### src/axi_pkg.sv
`default_nettype none

package axi_pkg;

    localparam int ADDR_W = 32;
    localparam int DATA_W = 32;
    localparam int STRB_W = DATA_W / 8;

    typedef logic [ADDR_W-1:0] addr_t;
    typedef logic [DATA_W-1:0] data_t;
    typedef logic [STRB_W-1:0] strb_t;
    typedef logic [1:0]        resp_t;

    localparam resp_t RESP_OKAY   = 2'b00;
    localparam resp_t RESP_SLVERR = 2'b10;

    // master to slave
    typedef struct packed {
        addr_t awaddr;
        logic  awvalid;
        data_t wdata;
        strb_t wstrb;
        logic  wvalid;
        logic  bready;
        addr_t araddr;
        logic  arvalid;
        logic  rready;
    } axi_req_t;

    // slave to master
    typedef struct packed {
        logic  awready;
        logic  wready;
        resp_t bresp;
        logic  bvalid;
        logic  arready;
        data_t rdata;
        resp_t rresp;
        logic  rvalid;
    } axi_resp_t;

endpackage

`default_nettype wire

### src/soc_pkg.sv
`default_nettype none

package soc_pkg;
    import axi_pkg::*;

    // memory map
    localparam addr_t SRAM_BASE   = 32'h1000_0000;
    localparam int    SRAM_WIN_W  = 16;     // 64 KiB
    localparam addr_t SYSIO_BASE  = 32'h2000_0000;
    localparam int    SYSIO_WIN_W = 12;     // 4 KiB

    typedef logic [SYSIO_WIN_W-1:0] io_ofs_t;

    localparam io_ofs_t GPIO_OUT_OFS = 12'h000;
    localparam io_ofs_t GPIO_OE_OFS  = 12'h004;
    localparam io_ofs_t GPIO_IN_OFS  = 12'h008;   // read only

    typedef enum logic [1:0] {
        SEL_SRAM,
        SEL_SYSIO,
        SEL_NONE
    } slave_sel_t;

    typedef enum logic [1:0] {
        ARB_IDLE,
        ARB_WRITE,
        ARB_READ
    } arb_state_t;

endpackage

`default_nettype wire

### src/sysio.sv
`timescale 1ns/10ps
`default_nettype none

module sysio
    import axi_pkg::*;
    import soc_pkg::*;
#(
    parameter int GPIO_W = 32
) (
    input  wire logic              clk,
    input  wire logic              rst_n,
    input  wire axi_req_t          sysio_req,
    output axi_resp_t              sysio_resp,
    input  wire logic [GPIO_W-1:0] gpio_i,
    output logic [GPIO_W-1:0]      gpio_o,
    output logic [GPIO_W-1:0]      gpio_oe
);

    logic [GPIO_W-1:0] out_q, oe_q, in_q;
    logic              bvalid_q, rvalid_q;
    logic              idle, wr_go, rd_go;
    io_ofs_t           wofs, rofs;
    data_t             out_new, oe_new, rdata_d, rdata_q;

    function automatic data_t merge(data_t old, data_t wd, strb_t st);
        data_t res;
        res = old;
        for (int b = 0; b < STRB_W; b++) begin
            if (st[b])
                res[8*b +: 8] = wd[8*b +: 8];
        end
        return res;
    endfunction

    assign idle    = !bvalid_q && !rvalid_q;
    assign wr_go   = idle && sysio_req.awvalid && sysio_req.wvalid;
    assign rd_go   = idle && sysio_req.arvalid && !wr_go;
    assign wofs    = sysio_req.awaddr[SYSIO_WIN_W-1:0];
    assign rofs    = sysio_req.araddr[SYSIO_WIN_W-1:0];
    assign out_new = merge(data_t'(out_q), sysio_req.wdata, sysio_req.wstrb);
    assign oe_new  = merge(data_t'(oe_q), sysio_req.wdata, sysio_req.wstrb);

    always_comb begin
        case (rofs)
            GPIO_OUT_OFS: rdata_d = data_t'(out_q);
            GPIO_OE_OFS:  rdata_d = data_t'(oe_q);
            GPIO_IN_OFS:  rdata_d = data_t'(in_q);
            default:      rdata_d = '0;    // unused offsets
        endcase
    end

    always_ff @(posedge clk or negedge rst_n) begin
        if (!rst_n) begin
            out_q    <= '0;
            oe_q     <= '0;
            in_q     <= '0;
            bvalid_q <= 1'b0;
            rvalid_q <= 1'b0;
        end else begin
            in_q <= gpio_i;     // one sync stage
            if (wr_go && wofs == GPIO_OUT_OFS)
                out_q <= out_new[GPIO_W-1:0];
            if (wr_go && wofs == GPIO_OE_OFS)
                oe_q <= oe_new[GPIO_W-1:0];
            if (wr_go)
                bvalid_q <= 1'b1;
            else if (sysio_req.bready)
                bvalid_q <= 1'b0;
            if (rd_go)
                rvalid_q <= 1'b1;
            else if (sysio_req.rready)
                rvalid_q <= 1'b0;
        end
    end

    always_ff @(posedge clk) begin
        if (rd_go)
            rdata_q <= rdata_d;
    end

    always_comb begin
        sysio_resp         = '0;
        sysio_resp.awready = wr_go;
        sysio_resp.wready  = wr_go;
        sysio_resp.bresp   = RESP_OKAY;
        sysio_resp.bvalid  = bvalid_q;
        sysio_resp.arready = rd_go;
        sysio_resp.rdata   = rdata_q;
        sysio_resp.rresp   = RESP_OKAY;
        sysio_resp.rvalid  = rvalid_q;
    end

    assign gpio_o  = out_q;
    assign gpio_oe = oe_q;

endmodule

`default_nettype wire

### config.mk
export PLATFORM = sky130hd
export DESIGN_NAME = sysio
export DESIGN_NICKNAME = d
export VERILOG_FILES = /design/src/axi_pkg.sv /design/src/soc_pkg.sv /design/src/sysio.sv
export SDC_FILE = /design/constraint.sdc
export NUM_CORES = 1
export LEC_CHECK = 0
export ABC_CLOCK_PERIOD_IN_PS = 4500
export BUFFER_PORTS_ARGS = -buffer_cell sky130_fd_sc_hd__buf_4
export CORE_ASPECT_RATIO = 1.5
export CORE_UTILIZATION = 42
export CTS_CLUSTER_DIAMETER = 150
export CTS_CLUSTER_SIZE = 25
export DETAILED_ROUTE_END_ITERATION = 8
export PLACE_DENSITY = 0.75
export REMOVE_ABC_BUFFERS = 1
export SLEW_MARGIN = 20
export SYNTH_ARGS = -nofsm -noshare
export SYNTH_HDL_FRONTEND = slang
export SYNTH_SLANG_ARGS = --single-unit
### constraint.sdc
create_clock -name clk -period 4.5 [get_ports clk]
set_input_delay 0.225 -clock clk [delete_from_list [all_inputs] [get_ports clk]]
set_output_delay 0.225 -clock clk [all_outputs]
set_load 0.005 [all_outputs]
Yosys cells after proc, flatten, opt, wreduce, memory -nomap -nowiden
Index checks and enable logic that the tools add are counted.
{"block": "totals", "rom_bits": 0, "n_memories": 0, "ramBits": 0, "latch_bits": 0, "regBits": 130}
{"block": "classes", "n_addsub": 0, "muxes": 5, "shifts": 0, "order_cmp": 0, "n_div": 0, "n_eq_ne": 3, "reduce_logical": 22, "n_mul": 0, "n_bitwise": 0}
{"cell": "$pmux 32 s3", "count": 1}
{"cell": "$eq 12x3->1 const B", "count": 2}
{"cell": "$logic_not 12->1", "count": 2}
{"cell": "$reduce_and 2->1", "count": 8}
{"cell": "$eq 12x4->1 const B", "count": 1}
{"cell": "$logic_and 1x1->1", "count": 7}
{"cell": "$mux 1", "count": 4}
{"cell": "$reduce_bool 2->1", "count": 2}
{"cell": "$logic_not 1->1", "count": 3}

Longest topological paths before layout
Gate-level depths: netlist of the first run.
{"block": "depth", "depth_word": 7, "mapped_depth": 6, "depth_no_buf": 4}

Worst setup path after synthesis of the first run
Ideal clock, no wire load.
{"block": "synth_timing", "kind": "reg-to-output", "start": "register bvalid_q", "end": "output port sysio_resp[35] (netlist bit)", "arrival_time_ps": 4625, "setup_slack_ps": -350, "required_time_ps": 4275, "path_stages_with_launch": 4, "n_path_buf": 1, "path_cell_list": "dfrtp_1 and4bb_2 nor4b_1 buf_4"}
{"block": "synth_between", "elab_chain_cells": 6, "elab_cells_between_ends": 7, "cone_classes": "reduce/logical (7)"}
{"element": "from (decl)", "line_no": "sysio.sv:20", "text": "logic bvalid_q, rvalid_q;"}
{"element": "from (signal assigned)", "line_no": "sysio.sv:57", "text": "bvalid_q <= 1'b0;"}
{"element": "from (signal assigned)", "line_no": "sysio.sv:66", "text": "bvalid_q <= 1'b1;"}
{"element": "from (signal assigned)", "line_no": "sysio.sv:68", "text": "bvalid_q <= 1'b0;"}
{"element": "$logic_not 1->1", "line_no": "sysio.sv:35", "text": "assign idle = !bvalid_q && !rvalid_q;"}
{"element": "$logic_and 1x1->1", "line_no": "sysio.sv:35"}
{"element": "$logic_and 1x1->1 (2 in a row)", "line_no": "sysio.sv:36", "text": "assign wr_go = idle && sysio_req.awvalid && sysio_req.wvalid;"}
{"element": "named net wr_go", "line_no": "sysio.sv:21", "text": "logic idle, wr_go, rd_go;"}
{"element": "$logic_not 1->1", "line_no": "sysio.sv:37", "text": "assign rd_go = idle && sysio_req.arvalid && !wr_go;"}
{"element": "$logic_and 1x1->1", "line_no": "sysio.sv:37"}
{"element": "to (decl)", "line_no": "sysio.sv:13", "text": "output axi_resp_t sysio_resp,"}
The timed path passes the listed nets, and every way through them passes these cells.

==> summary.txt, run 1 <==
Die
  • IO Count: 244
  • Core footprint: 12000 sq um
  • Die area: 12600 sq um
  • Initial Util: 42.8%
  • Die H: 137 um
  • Die X: 92.1 um
  • Row cnt: 49

Timing
  • Final Critical Period: 2380 ps
  • Worst rel slew slack: 47.2%
  • Worst Tran Pin Value: 792 ps
  • Setup TNS: 0 ps
  • Clock skew: 7.87 ps
  • Setup Viol. Count Final: 0
  • Final Max Slew Viols: 0
  • Fmax: 420 MHz
  • RSZ-0062 raised after global routing: false
  • Period utilization: 52.9%
  • Final hold viol count: 0

Worst setup path
  • Critical Path End Type: output pin
  • Critical Path Source Type: register
  • Max stage delay cell, worst path: buf_4
  • R2r setup slk: 2380 ps
  • Critical-path cell list: and4bb_2, nor4b_2, buf_4, buf_4
  • CP dominant cell by count: buf_4
  • Worst EP arrival: 2160 ps
  • Worst stage delay on the critical path: 520 ps
  • CP Buf/Inv Count: 2
  • WP data required: 4280 ps
  • FF-to-FF Start: bvalid_q$_DFFE_PN0P_
  • CP max FO: 33
  • CP delay by family, top: buffers and inverters
  • Reg2Reg Capture Point: gpio_o[7]$_DFFE_PN0P_
  • Setup CP Type: reg2out
  • Worst r2r path cells: 4

Pwr
  • Clk pwr share: 49.1%
  • Cell Pwr Density: 394 nW/um^2
  • Maximum vdd drop: 340 uV
  • Int Pwr: 2420 uW
  • Net Switching: 609 uW
  • Sequential Power Share: 42.7%
  • Sw Ratio: 20.1%
  • Total chip power: 3030 uW
  • Leak pwr: 0.00374 uW
  • Power share of the combinational group: 8.2%

Cells and area
  • Antenna cell count: 0
  • P&R area growth vs syn: 50.5%
  • Filler instances: 869
  • Nets: 683
  • Area occupied by multi-input gates: 1600 sq um
  • Share of cells above drive strength 1: 54.8%
  • Register Area: 3410 sq um

Synthesis
  • Largest family of logic cells by synthesized area: multiplexers
  • Distinct cells, synth: 27
  • Syn Std Cell Area: 5120 sq um
  • Post-synthesis register bit count: 130
  • Post-synthesis simple-gate area fraction: 4.67%
  • Share of the yosys chip area belonging to registers: 66.7%
  • Synth Area in XOR/XNOR: 0%
  • Synthesis warning total: 0
  • Post-Synthesis Cells: 309
  • Mux contribution to synthesized area: 20.3%
  • Average cell area after synthesis: 16.6 sq um
  • Adder-Cell Fraction of Synth Area: 0%
  • Compound-cell area share of the yosys netlist: 5.72%

Place
  • Dpl hpwl: 8700 um
  • RD Place Congestion: 0.729
  • Port buffer count: 199

Global routing
  • Largest net degree at the start of global routing: 51
  • First-pass GRT wire length: 19800 um
  • Initial antenna violation count: 0
  • Vias in the first global route: 3870
  • Met3 Track Usage GR: 4.25%
  • GRT met1 Usage: 23.1%
  • Top Usage Layer GRT: met2
  • Grt total ovfl: 0
  • All-Layer GR Usage: 21.3%
  • Met2 Usage GRT: 39.3%

Drt
  • Via density: 5.08
  • Drt initial violations: 69
  • DR vias: 3604
  • DRC viols: 0
  • WL per Instance: 18.3 um
  • Routed Antenna Nets: 0
  • First-pass DRT Iterations: 4
  • WL final: 13000 um

Outcome
  • Status: complete, no violations

Min path
  • Worst hold path type: in2reg
  • Hold endpoint: gpio_o[24]$_DFFE_PN0P_
  • Hold path startpoint: sysio_req[64]
  • WHS Path Cells: 2

Clocking
  • CTS tree: done
  • CTS Buffer Depth: 2
  • Clock slew at reported path FFs: 60 ps
  • Hold-fix buffers at CTS: 33
  • Worst-Skew Late Latency: 400 ps
  • CTS Root Cell: clkbuf_16
  • Clk sinks: 130
  • Cts repair resizes: 0
  • Htree depth: 4
  • Postcts setup bufs: 0
  • Total CTS buffers: 17

Job
  • MaxCap Viol Count: 0
==> Yosys cell counts <==
cell / number / area share [%]
dfrtp_1: 98 / 48
mux2_2: 59 / 13
edfxtp_1: 32 / 19
mux2i_1: 32 / 6.3
o2bb2ai_1: 31 / 5.3
buf_4: 9 / 1.3
clkbuf_1: 9 / 0.66
mux2_1: 5 / 1.1
nand3_2: 4 / 0.78
nor3b_4: 4 / 1.5
buf_1: 3 / 0.22
inv_1: 3 / 0.22
nor2_1: 3 / 0.22
a21o_1: 2 / 0.29
nor4_1: 2 / 0.24
nor4_2: 2 / 0.49
a31oi_1: 1 / 0.12
and4_1: 1 / 0.17
and4bb_2: 1 / 0.24
buf_2: 1 / 0.098
conb_1: 1 / 0.073
nand3_1: 1 / 0.098
nand4_4: 1 / 0.42
nor3_1: 1 / 0.098
nor3b_1: 1 / 0.15
nor4b_1: 1 / 0.17
or2_2: 1 / 0.12
==> final cells by class <==
cell class,count,area share (%)
Clock buffer,22,6.02
Clock inverter,10,2.34
Inverter,3,0.146
Multi-Input combinational cell,157,20.8
Sequential cell,130,44.3
Tap cell,153,2.48
Timing Repair Buffer,235,24.0
==> cell usage in the layout, fill, tap and decap left out, types with 2 or more instances in the layout <==
cell,count
nor2_1,3
conb_1,4
nor3b_4,4
mux2_2,59
dfrtp_1,98
a21o_1,2
buf_4,202
clkbuf_8,2
edfxtp_1,32
nor4_2,2
mux2i_1,32
nor4_1,2
inv_1,3
clkbuf_1,3
bufinv_16,5
nand3_2,4
clkinv_2,3
dlygate4sd3_1,33
mux2_1,5
clkinvlp_4,2
o2bb2ai_1,31
clkbuf_16,17
==> through the flow <==
step	util (%)	area, sq um	cells	setup slack [ps]	hold slack [ps]
floorplan	-	5010	290	-318	-70.6
global placement	56.3	6730	645	2370	277
detailed placement	56.3	6730	645	2370	308
CTS	64.5	7710	710	2080	27.2
global route	64.5	7710	710	2010	33.1
finish	64.5	7710	710	2120	44.0
==> worst max path at each step <==
stage | from | endpoint | slack (ps) | cells past startpoint
global route | bvalid_q$_DFFE_PN0P_ | sysio_resp[35] | 2010 | 4
CTS | bvalid_q$_DFFE_PN0P_ | sysio_resp[35] | 2080 | 4
global placement | sysio_req[74] | gpio_o[6]$_DFFE_PN0P_ | 2370 | 5
floorplan | bvalid_q$_DFFE_PN0P_ | rdata_q[0]$_DFFE_PP_ | -320 | 2
detailed placement | bvalid_q$_DFFE_PN0P_ | gpio_o[21]$_DFFE_PN0P_ | 2370 | 4
finish | bvalid_q$_DFFE_PN0P_ | sysio_resp[35] | 2120 | 4
==> power groups by stage <==
stage / clock network [uW] / registers (uW) / logic [uW]
3_5_place_dp: 0 / 1320 / 229
2_1_floorplan: 0 / 1320 / 37.2
3_3_place_gp: 0 / 1310 / 222
5_1_grt: 1570 / 1300 / 269
6_report: 1490 / 1290 / 249
4_1_cts: 1510 / 1290 / 253
==> kinds of logic (layout without fill, tap and decap cells) <==
family,count (synthesis),after routing
mux,96,96
compound gates,34,34
buf+inv,25,270
flops,130,130
simple gates,23,23
other cells,1,4
==> state kept, by name, summed over array words and instances (netlist names) <==
register and count:
gpio_o 32, gpio_oe 32, in_q 32, rdata_q 32
bvalid_q 1, rvalid_q 1
==> routing by layer <==
layer  wire length (um)  part of all wire, %
met5                  0                    0
met4                395                  3.0
met3                567                  4.4
met2               7270                   56
met1               4720                   36
==> worst reg2reg max path: stages (launching register included) <==
cell and delay, ps:
dfrtp_1 420, and4bb_2 430, nand4_4 210, nor3b_4 540
mux2_2 410
(Power assumes the default switching activity.)
==> inputs of run 2 (changes only) <==
--- a/config.mk
+++ b/config.mk
@@ -5,7 +5,7 @@
 export SDC_FILE = /design/constraint.sdc
 export NUM_CORES = 1
 export LEC_CHECK = 0
-export ABC_CLOCK_PERIOD_IN_PS = 4500
+export ABC_CLOCK_PERIOD_IN_PS = 1900
 export BUFFER_PORTS_ARGS = -buffer_cell sky130_fd_sc_hd__buf_4
 export CORE_ASPECT_RATIO = 1.5
 export CORE_UTILIZATION = 42
==> constraint.sdc (replaced) <==
create_clock -name clk -period 1.9 [get_ports clk]
set_input_delay 0.095 -clock clk [delete_from_list [all_inputs] [get_ports clk]]
set_output_delay 0.095 -clock clk [all_outputs]
set_load 0.005 [all_outputs]
==> summary.txt, run 2 (synthesis results as in run 1) <==
Outcome
  • Status: complete, no violations

Timing
  • Fmax: 528 MHz
  • Final Max Slew Viols: 0
  • Clock skew: 11.7 ps
  • Final Critical Period: 1890 ps
  • Setup TNS: 0 ps
  • Worst rel slew slack: 49.8%
  • Worst Tran Pin Value: 754 ps
  • Fin worst setup slack: 6.74 ps
  • Period utilization: 99.6%
  • Setup Viol. Count Final: 0
  • Final hold viol count: 0
  • RSZ-0062 raised after global routing: true

Worst setup path
  • Reg2Reg Capture Point: gpio_o[26]$_DFFE_PN0P_
  • Setup CP Type: reg2reg
  • WP data required: 2180 ps
  • R2r setup slk: 7 ps
  • FF-to-FF Start: rvalid_q$_DFFE_PN0P_
  • Critical Path Source Type: register
  • Crit path from: rvalid_q$_DFFE_PN0P_
  • CP max FO: 8
  • Worst r2r path cells: 6
  • Critical Path End Type: register
  • Worst EP arrival: 2180 ps
  • Worst setup path end: gpio_o[26]$_DFFE_PN0P_

Cells and area
  • Register Area: 3410 sq um
  • Filler instances: 800
  • Most common cell after layout, fill and taps aside: buf_4
  • Nets: 734
  • Commonest cells after routing, fill and taps aside: buf_4, dfrtp_1, dlygate4sd3_1, mux2i_1, edfxtp_1
  • Antenna cell count: 0
  • P&R area growth vs syn: 62.8%
  • Area occupied by multi-input gates: 1740 sq um
  • Share of cells above drive strength 1: 53.5%
  • Post-route insts no fill: 761

Clocking
  • Clk sinks: 130
  • Clock slew at reported path FFs: 60 ps
  • CTS Buffer Depth: 2
  • Total CTS buffers: 17
  • Worst-Skew Late Latency: 400 ps
  • CTS Root Cell: clkbuf_16
  • CTS tree: done
  • Htree depth: 4

Die
  • Die area: 12600 sq um
  • Initial Util: 42.8%
  • IO Count: 244
  • Core footprint: 12000 sq um
  • Row cnt: 49
  • Die X: 92.1 um
  • Die H: 137 um

Drt
  • Drt initial violations: 134
  • DRC viols: 0
  • WL per Instance: 18.7 um
  • DR vias: 3789
  • Via density: 4.98
  • Routed Antenna Nets: 0
  • WL final: 14200 um
  • First-pass DRT Iterations: 4

Global routing
  • First-pass GRT wire length: 21200 um
  • Initial antenna violation count: 0
  • All-Layer GR Usage: 22.4%
  • Vias in the first global route: 4191
  • Grt total ovfl: 0
  • Largest net degree at the start of global routing: 50

Job
  • MaxCap Viol Count: 0

Place
  • Post-place setup slack: 15.1 ps
  • Dpl hpwl: 8760 um
  • Port buffer count: 199
  • Post-Place Cells: 656
  • RD Place Congestion: 0.744

Min path
  • Worst hold path type: in2reg

Pwr
  • Leak pwr: 0.00400 uW
  • Cell Pwr Density: 824 nW/um^2
  • Maximum vdd drop: 553 uV
  • Total chip power: 6870 uW
==> run 2: cell count changes in the layout (fill, tap and decap cells not counted), moves of 2 or more <==
| cell | previous run | this run |
|---|---|---|
| dlygate4sd3_1 | 33 | 67 |
| mux2_4 | 0 | 30 |
| mux2_2 | 59 | 31 |
| buf_12 | 0 | 6 |
| buf_4 | 202 | 208 |
| buf_6 | 0 | 4 |
| bufinv_16 | 5 | 1 |
| clkinv_2 | 3 | 5 |
| mux2_1 | 5 | 3 |
| nand3_2 | 4 | 2 |
| nand3_4 | 0 | 2 |
==> run 2: how the worst min path moves through the flow <==
stage | from | endpoint | slack [ps] | depth (start not counted)
floorplan | rst_n | bvalid_q$_DFFE_PN0P_ | -200 | 0
global placement | rst_n | in_q[19]$_DFF_PN0_ | -50 | 1
detailed placement | rst_n | in_q[21]$_DFF_PN0_ | -40 | 1
CTS | sysio_req[5] | rdata_q[23]$_DFFE_PP_ | 60 | 3
global route | sysio_req[5] | rdata_q[23]$_DFFE_PP_ | 70 | 3
finish | sysio_req[5] | rdata_q[23]$_DFFE_PP_ | 80 | 3
==> run 2: metal layers <==
| metal | vias to the layer above | global-route usage [%] | part of all wire [%] |
|---|---|---|---|
| met1 | 1876 | 23.7 | 36 |
| met4 | 0 | 10.9 | 2.7 |
| met2 | 167 | 42.1 | 56 |
| li1 | 1720 | - | - |
| met3 | 26 | 4.64 | 5.0 |
| met5 | - | 0 | 0 |
==> run 2: report_power, final <==
part / internal [uW] / switching (uW) / total, uW
combinational: 453 / 320 / 774
clock: 1890 / 1150 / 3040
sequential: 3020 / 39.4 / 3060
==> run 2: final cells by class <==
class	count	area share [%]
Multi-Input combinational cell	157	20.8
Clock buffer	22	5.69
Timing Repair Buffer	286	29.1
Clock inverter	10	1.04
Tap cell	153	2.30
Sequential cell	130	41.0
Inverter	3	0.135
==> run 2: critical path: stages, from the launching register on <==
cell and delay, ps:
dfrtp_1 380, and4bb_2 340, buf_6 120, nand4_4 160, nor3b_4 290, buf_12 170, mux2_2 330
==> run 2: what timing repair did <==
action / in CTS / in global routing
resized for setup: 4 / 34
pin swaps: 5 / 4
hold buffers: 67 / 0
cloned: 1 / 0
setup buffers: 5 / 0
hold endpoints to repair: 196 / 0
endpoints found under the setup margin: 4 / 59
==> run 2: through the flow <==
stage	util, %	instance area, sq um	hold slack (ps)
floorplan	-	5010	-201
global placement	57.7	6900	-49.1
detailed placement	57.7	6900	-41.8
CTS	68.7	8210	61.9
global route	69.7	8330	71.4
finish	69.7	8330	78.5
==> inputs of run 3 (changes only) <==
--- a/config.mk
+++ b/config.mk
@@ -5,14 +5,15 @@
 export SDC_FILE = /design/constraint.sdc
 export NUM_CORES = 1
 export LEC_CHECK = 0
-export ABC_CLOCK_PERIOD_IN_PS = 1900
+export ABC_AREA = 1
+export ABC_CLOCK_PERIOD_IN_PS = 1800
 export BUFFER_PORTS_ARGS = -buffer_cell sky130_fd_sc_hd__buf_4
 export CORE_ASPECT_RATIO = 1.5
-export CORE_UTILIZATION = 42
+export CORE_UTILIZATION = 45
 export CTS_CLUSTER_DIAMETER = 150
 export CTS_CLUSTER_SIZE = 25
 export DETAILED_ROUTE_END_ITERATION = 8
-export PLACE_DENSITY = 0.75
+export PLACE_DENSITY = 0.76
 export REMOVE_ABC_BUFFERS = 1
 export SLEW_MARGIN = 20
 export SYNTH_ARGS = -nofsm -noshare
==> constraint.sdc (replaced) <==
create_clock -name clk -period 1.8 [get_ports clk]
set_input_delay 0.09 -clock clk [delete_from_list [all_inputs] [get_ports clk]]
set_output_delay 0.09 -clock clk [all_outputs]
set_load 0.005 [all_outputs]
==> summary.txt, run 3 <==
Outcome
  • Status: complete, no violations

Worst setup path
  • CP max FO: 13
  • FF-to-FF Start: rvalid_q$_DFFE_PN0P_
  • Reg2Reg Capture Point: gpio_o[31]$_DFFE_PN0P_
  • WP data required: 2100 ps
  • Worst EP arrival: 1980 ps
  • Critical Path Source Type: register
  • Setup CP Type: reg2reg
  • Worst r2r path cells: 5
  • R2r setup slk: 130 ps
  • Critical Path End Type: register

Synthesis
  • Synthesis warning total: 0
  • Synth area leaders: dfrtp_1, edfxtp_1, nand2_1
  • Top_reg_cell synth: dfrtp_1
  • Share of the yosys chip area belonging to registers: 64.3%
  • FFs w/ async S/R, synth: 75.4%
  • Top-count cell post-synth: nand2_1
  • Biggest area consumer among synthesized cells: dfrtp_1
  • Distinct cells, synth: 21
  • Post-synth EDFFs: 32
  • Average cell area after synthesis: 9.85 sq um
  • Post-synthesis register bit count: 130
  • Syn Std Cell Area: 5310 sq um
  • Share of the synthesized area in the top cell type: 46.2%
  • Top cells by instance count after synthesis: nand2_1, nand3_1, dfrtp_1, edfxtp_1, nor2_1
  • Post-Synthesis Cells: 539

Min path
  • Worst hold path type: in2reg
  • Hold endpoint: gpio_o[31]$_DFFE_PN0P_
  • WHS Path Cells: 5
  • Hold path startpoint: sysio_req[39]

Pwr
  • Int Pwr: 5790 uW
  • Maximum vdd drop: 645 uV
  • Leak pwr: 0.00419 uW
  • Net Switching: 1570 uW
  • Clk pwr share: 48.4%
  • Sequential Power Share: 43.1%
  • Power share of the combinational group: 8.5%
  • Cell Pwr Density: 884 nW/um^2
  • Sw Ratio: 21.3%

Timing
  • Setup Viol. Count Final: 0
  • Clock skew: 9.10 ps
  • Final Critical Period: 1670 ps
  • RSZ-0062 raised after global routing: false
  • Final Max Slew Viols: 0
  • Fmax: 598 MHz
  • Setup TNS: 0 ps
  • Worst Tran Pin Value: 615 ps
  • Worst rel slew slack: 59.0%
  • Period utilization: 92.9%
  • Final hold viol count: 0

Global routing
  • All-Layer GR Usage: 27.9%
  • Vias in the first global route: 5358
  • First-pass GRT wire length: 25900 um
  • Largest net degree at the start of global routing: 97
  • Grt total ovfl: 0
  • Initial antenna violation count: 0

Cells and area
  • Register Area: 3410 sq um
  • Area occupied by multi-input gates: 1720 sq um
  • Most common cell after layout, fill and taps aside: buf_4
  • Commonest cells after routing, fill and taps aside: buf_4, nand2_1, nand3_1, dfrtp_1, dlygate4sd3_1
  • Final core utilization: 72.5%
  • Share of cells above drive strength 1: 31.3%
  • Filler instances: 772
  • Nets: 951
  • P&R area growth vs syn: 56.6%

Clocking
  • Cts repair resizes: 0
  • CTS Root Cell: clkbuf_16
  • Total CTS buffers: 17
  • CTS Buffer Depth: 2
  • Clk sinks: 130
  • Htree depth: 4
  • CTS tree: done
  • Clock slew at reported path FFs: 60 ps
  • Worst-Skew Late Latency: 410 ps

Drt
  • DRC viols: 0
  • WL final: 16400 um
  • Via density: 5.28
  • DR vias: 5149
  • WL per Instance: 16.8 um
  • First-pass DRT Iterations: 5
  • Routed Antenna Nets: 0
  • Drt initial violations: 313

Die
  • Initial Util: 46.3%
  • Row cnt: 48
  • Die X: 90.7 um
  • Die H: 135 um
  • Die area: 12200 sq um
  • IO Count: 244
  • Core footprint: 11500 sq um

Job
  • MaxCap Viol Count: 0

Place
  • Port buffer count: 199
  • Dpl hpwl: 10200 um
  • RD Place Congestion: 0.838
==> run 3: cell types whose count changed after synthesis, sizes merged, moves of 4 or more <==
cell and change:
buf +8, mux2i -32, nor3b -5, mux2 -64, nand2 +200, nor4 -4
nand4 +7, nor2 +19, o2bb2ai -31, nand3 +126, inv +8
==> run 3: through the flow <==
step	hold slack, ps	worst slack (ps)	cell area (sq um)	power [uW]	std cells
3_3_place_gp	136	240	7010	3700	874
2_1_floorplan	-206	-1840	5160	3310	513
5_1_grt	171	55.4	8320	7560	975
3_5_place_dp	146	123	7010	3720	874
6_report	161	128	8320	7360	976
4_1_cts	153	114	8310	7380	974
==> run 3: layout make-up <==
type	count	share of cell area [%]
inverters	11	0.496
multi-input cells	372	20.7
well taps	150	2.26
diodes	1	0.0301
flip-flops and latches	130	41.0
clock buffers	17	5.11
repair buffers	280	28.1
clock inverters	15	2.27
==> run 3: what timing repair did <==
action,CTS,global route
hold endpoints to repair,142,0
hold buffers,68,0
setup buffers,0,1
setup endpoints to repair,0,1
==> run 3: layer usage <==
| layer | wire length (um) | track usage [%] | vias to the layer above |
|---|---|---|---|
| li1 | - | - | 2334 |
| met1 | 5830 | 28.3 | 2506 |
| met2 | 8820 | 49.5 | 259 |
| met3 | 1090 | 7.77 | 50 |
| met4 | 671 | 18.6 | 0 |
| met5 | 0 | 0 | - |
==> run 3: how the worst max path moves through the flow <==
stage,depth (start not counted),slack [ps],end,start
finish,5,130,gpio_o[31]$_DFFE_PN0P_,rvalid_q$_DFFE_PN0P_
global route,5,60,sysio_resp[35],bvalid_q$_DFFE_PN0P_
CTS,5,110,gpio_oe[19]$_DFFE_PN0P_,rvalid_q$_DFFE_PN0P_
detailed placement,5,120,gpio_o[24]$_DFFE_PN0P_,rvalid_q$_DFFE_PN0P_
global placement,5,240,gpio_o[28]$_DFFE_PN0P_,rvalid_q$_DFFE_PN0P_
floorplan,5,-1840,rdata_q[0]$_DFFE_PP_,sysio_req[9]
==> run 3: power groups by stage <==
stage / clock network [uW] / logic [uW] / registers (uW)
3_5_place_dp: 0 / 492 / 3220
2_1_floorplan: 0 / 87.6 / 3230
3_3_place_gp: 0 / 484 / 3220
5_1_grt: 3710 / 670 / 3180
4_1_cts: 3590 / 619 / 3170
6_report: 3560 / 624 / 3170
==> run 3: critical path, stage by stage (launching register included) <==
cell     delay (ps)
dfrtp_1         410
nor3_2          180
buf_4           250
nand4_1         440
nand2_1         210
nand2_1          60
==> run 3: cells by family (layout without fill, tap and decap cells) <==
kind of cell	after synthesis	after routing	synth area share, %
AO/OA/AOI/OAI	2	2	0.236
flip-flops	130	130	64.3
AND/OR/NAND/NOR	366	366	31.6
other	1	5	0.0706
buffers and inverters	40	323	3.86
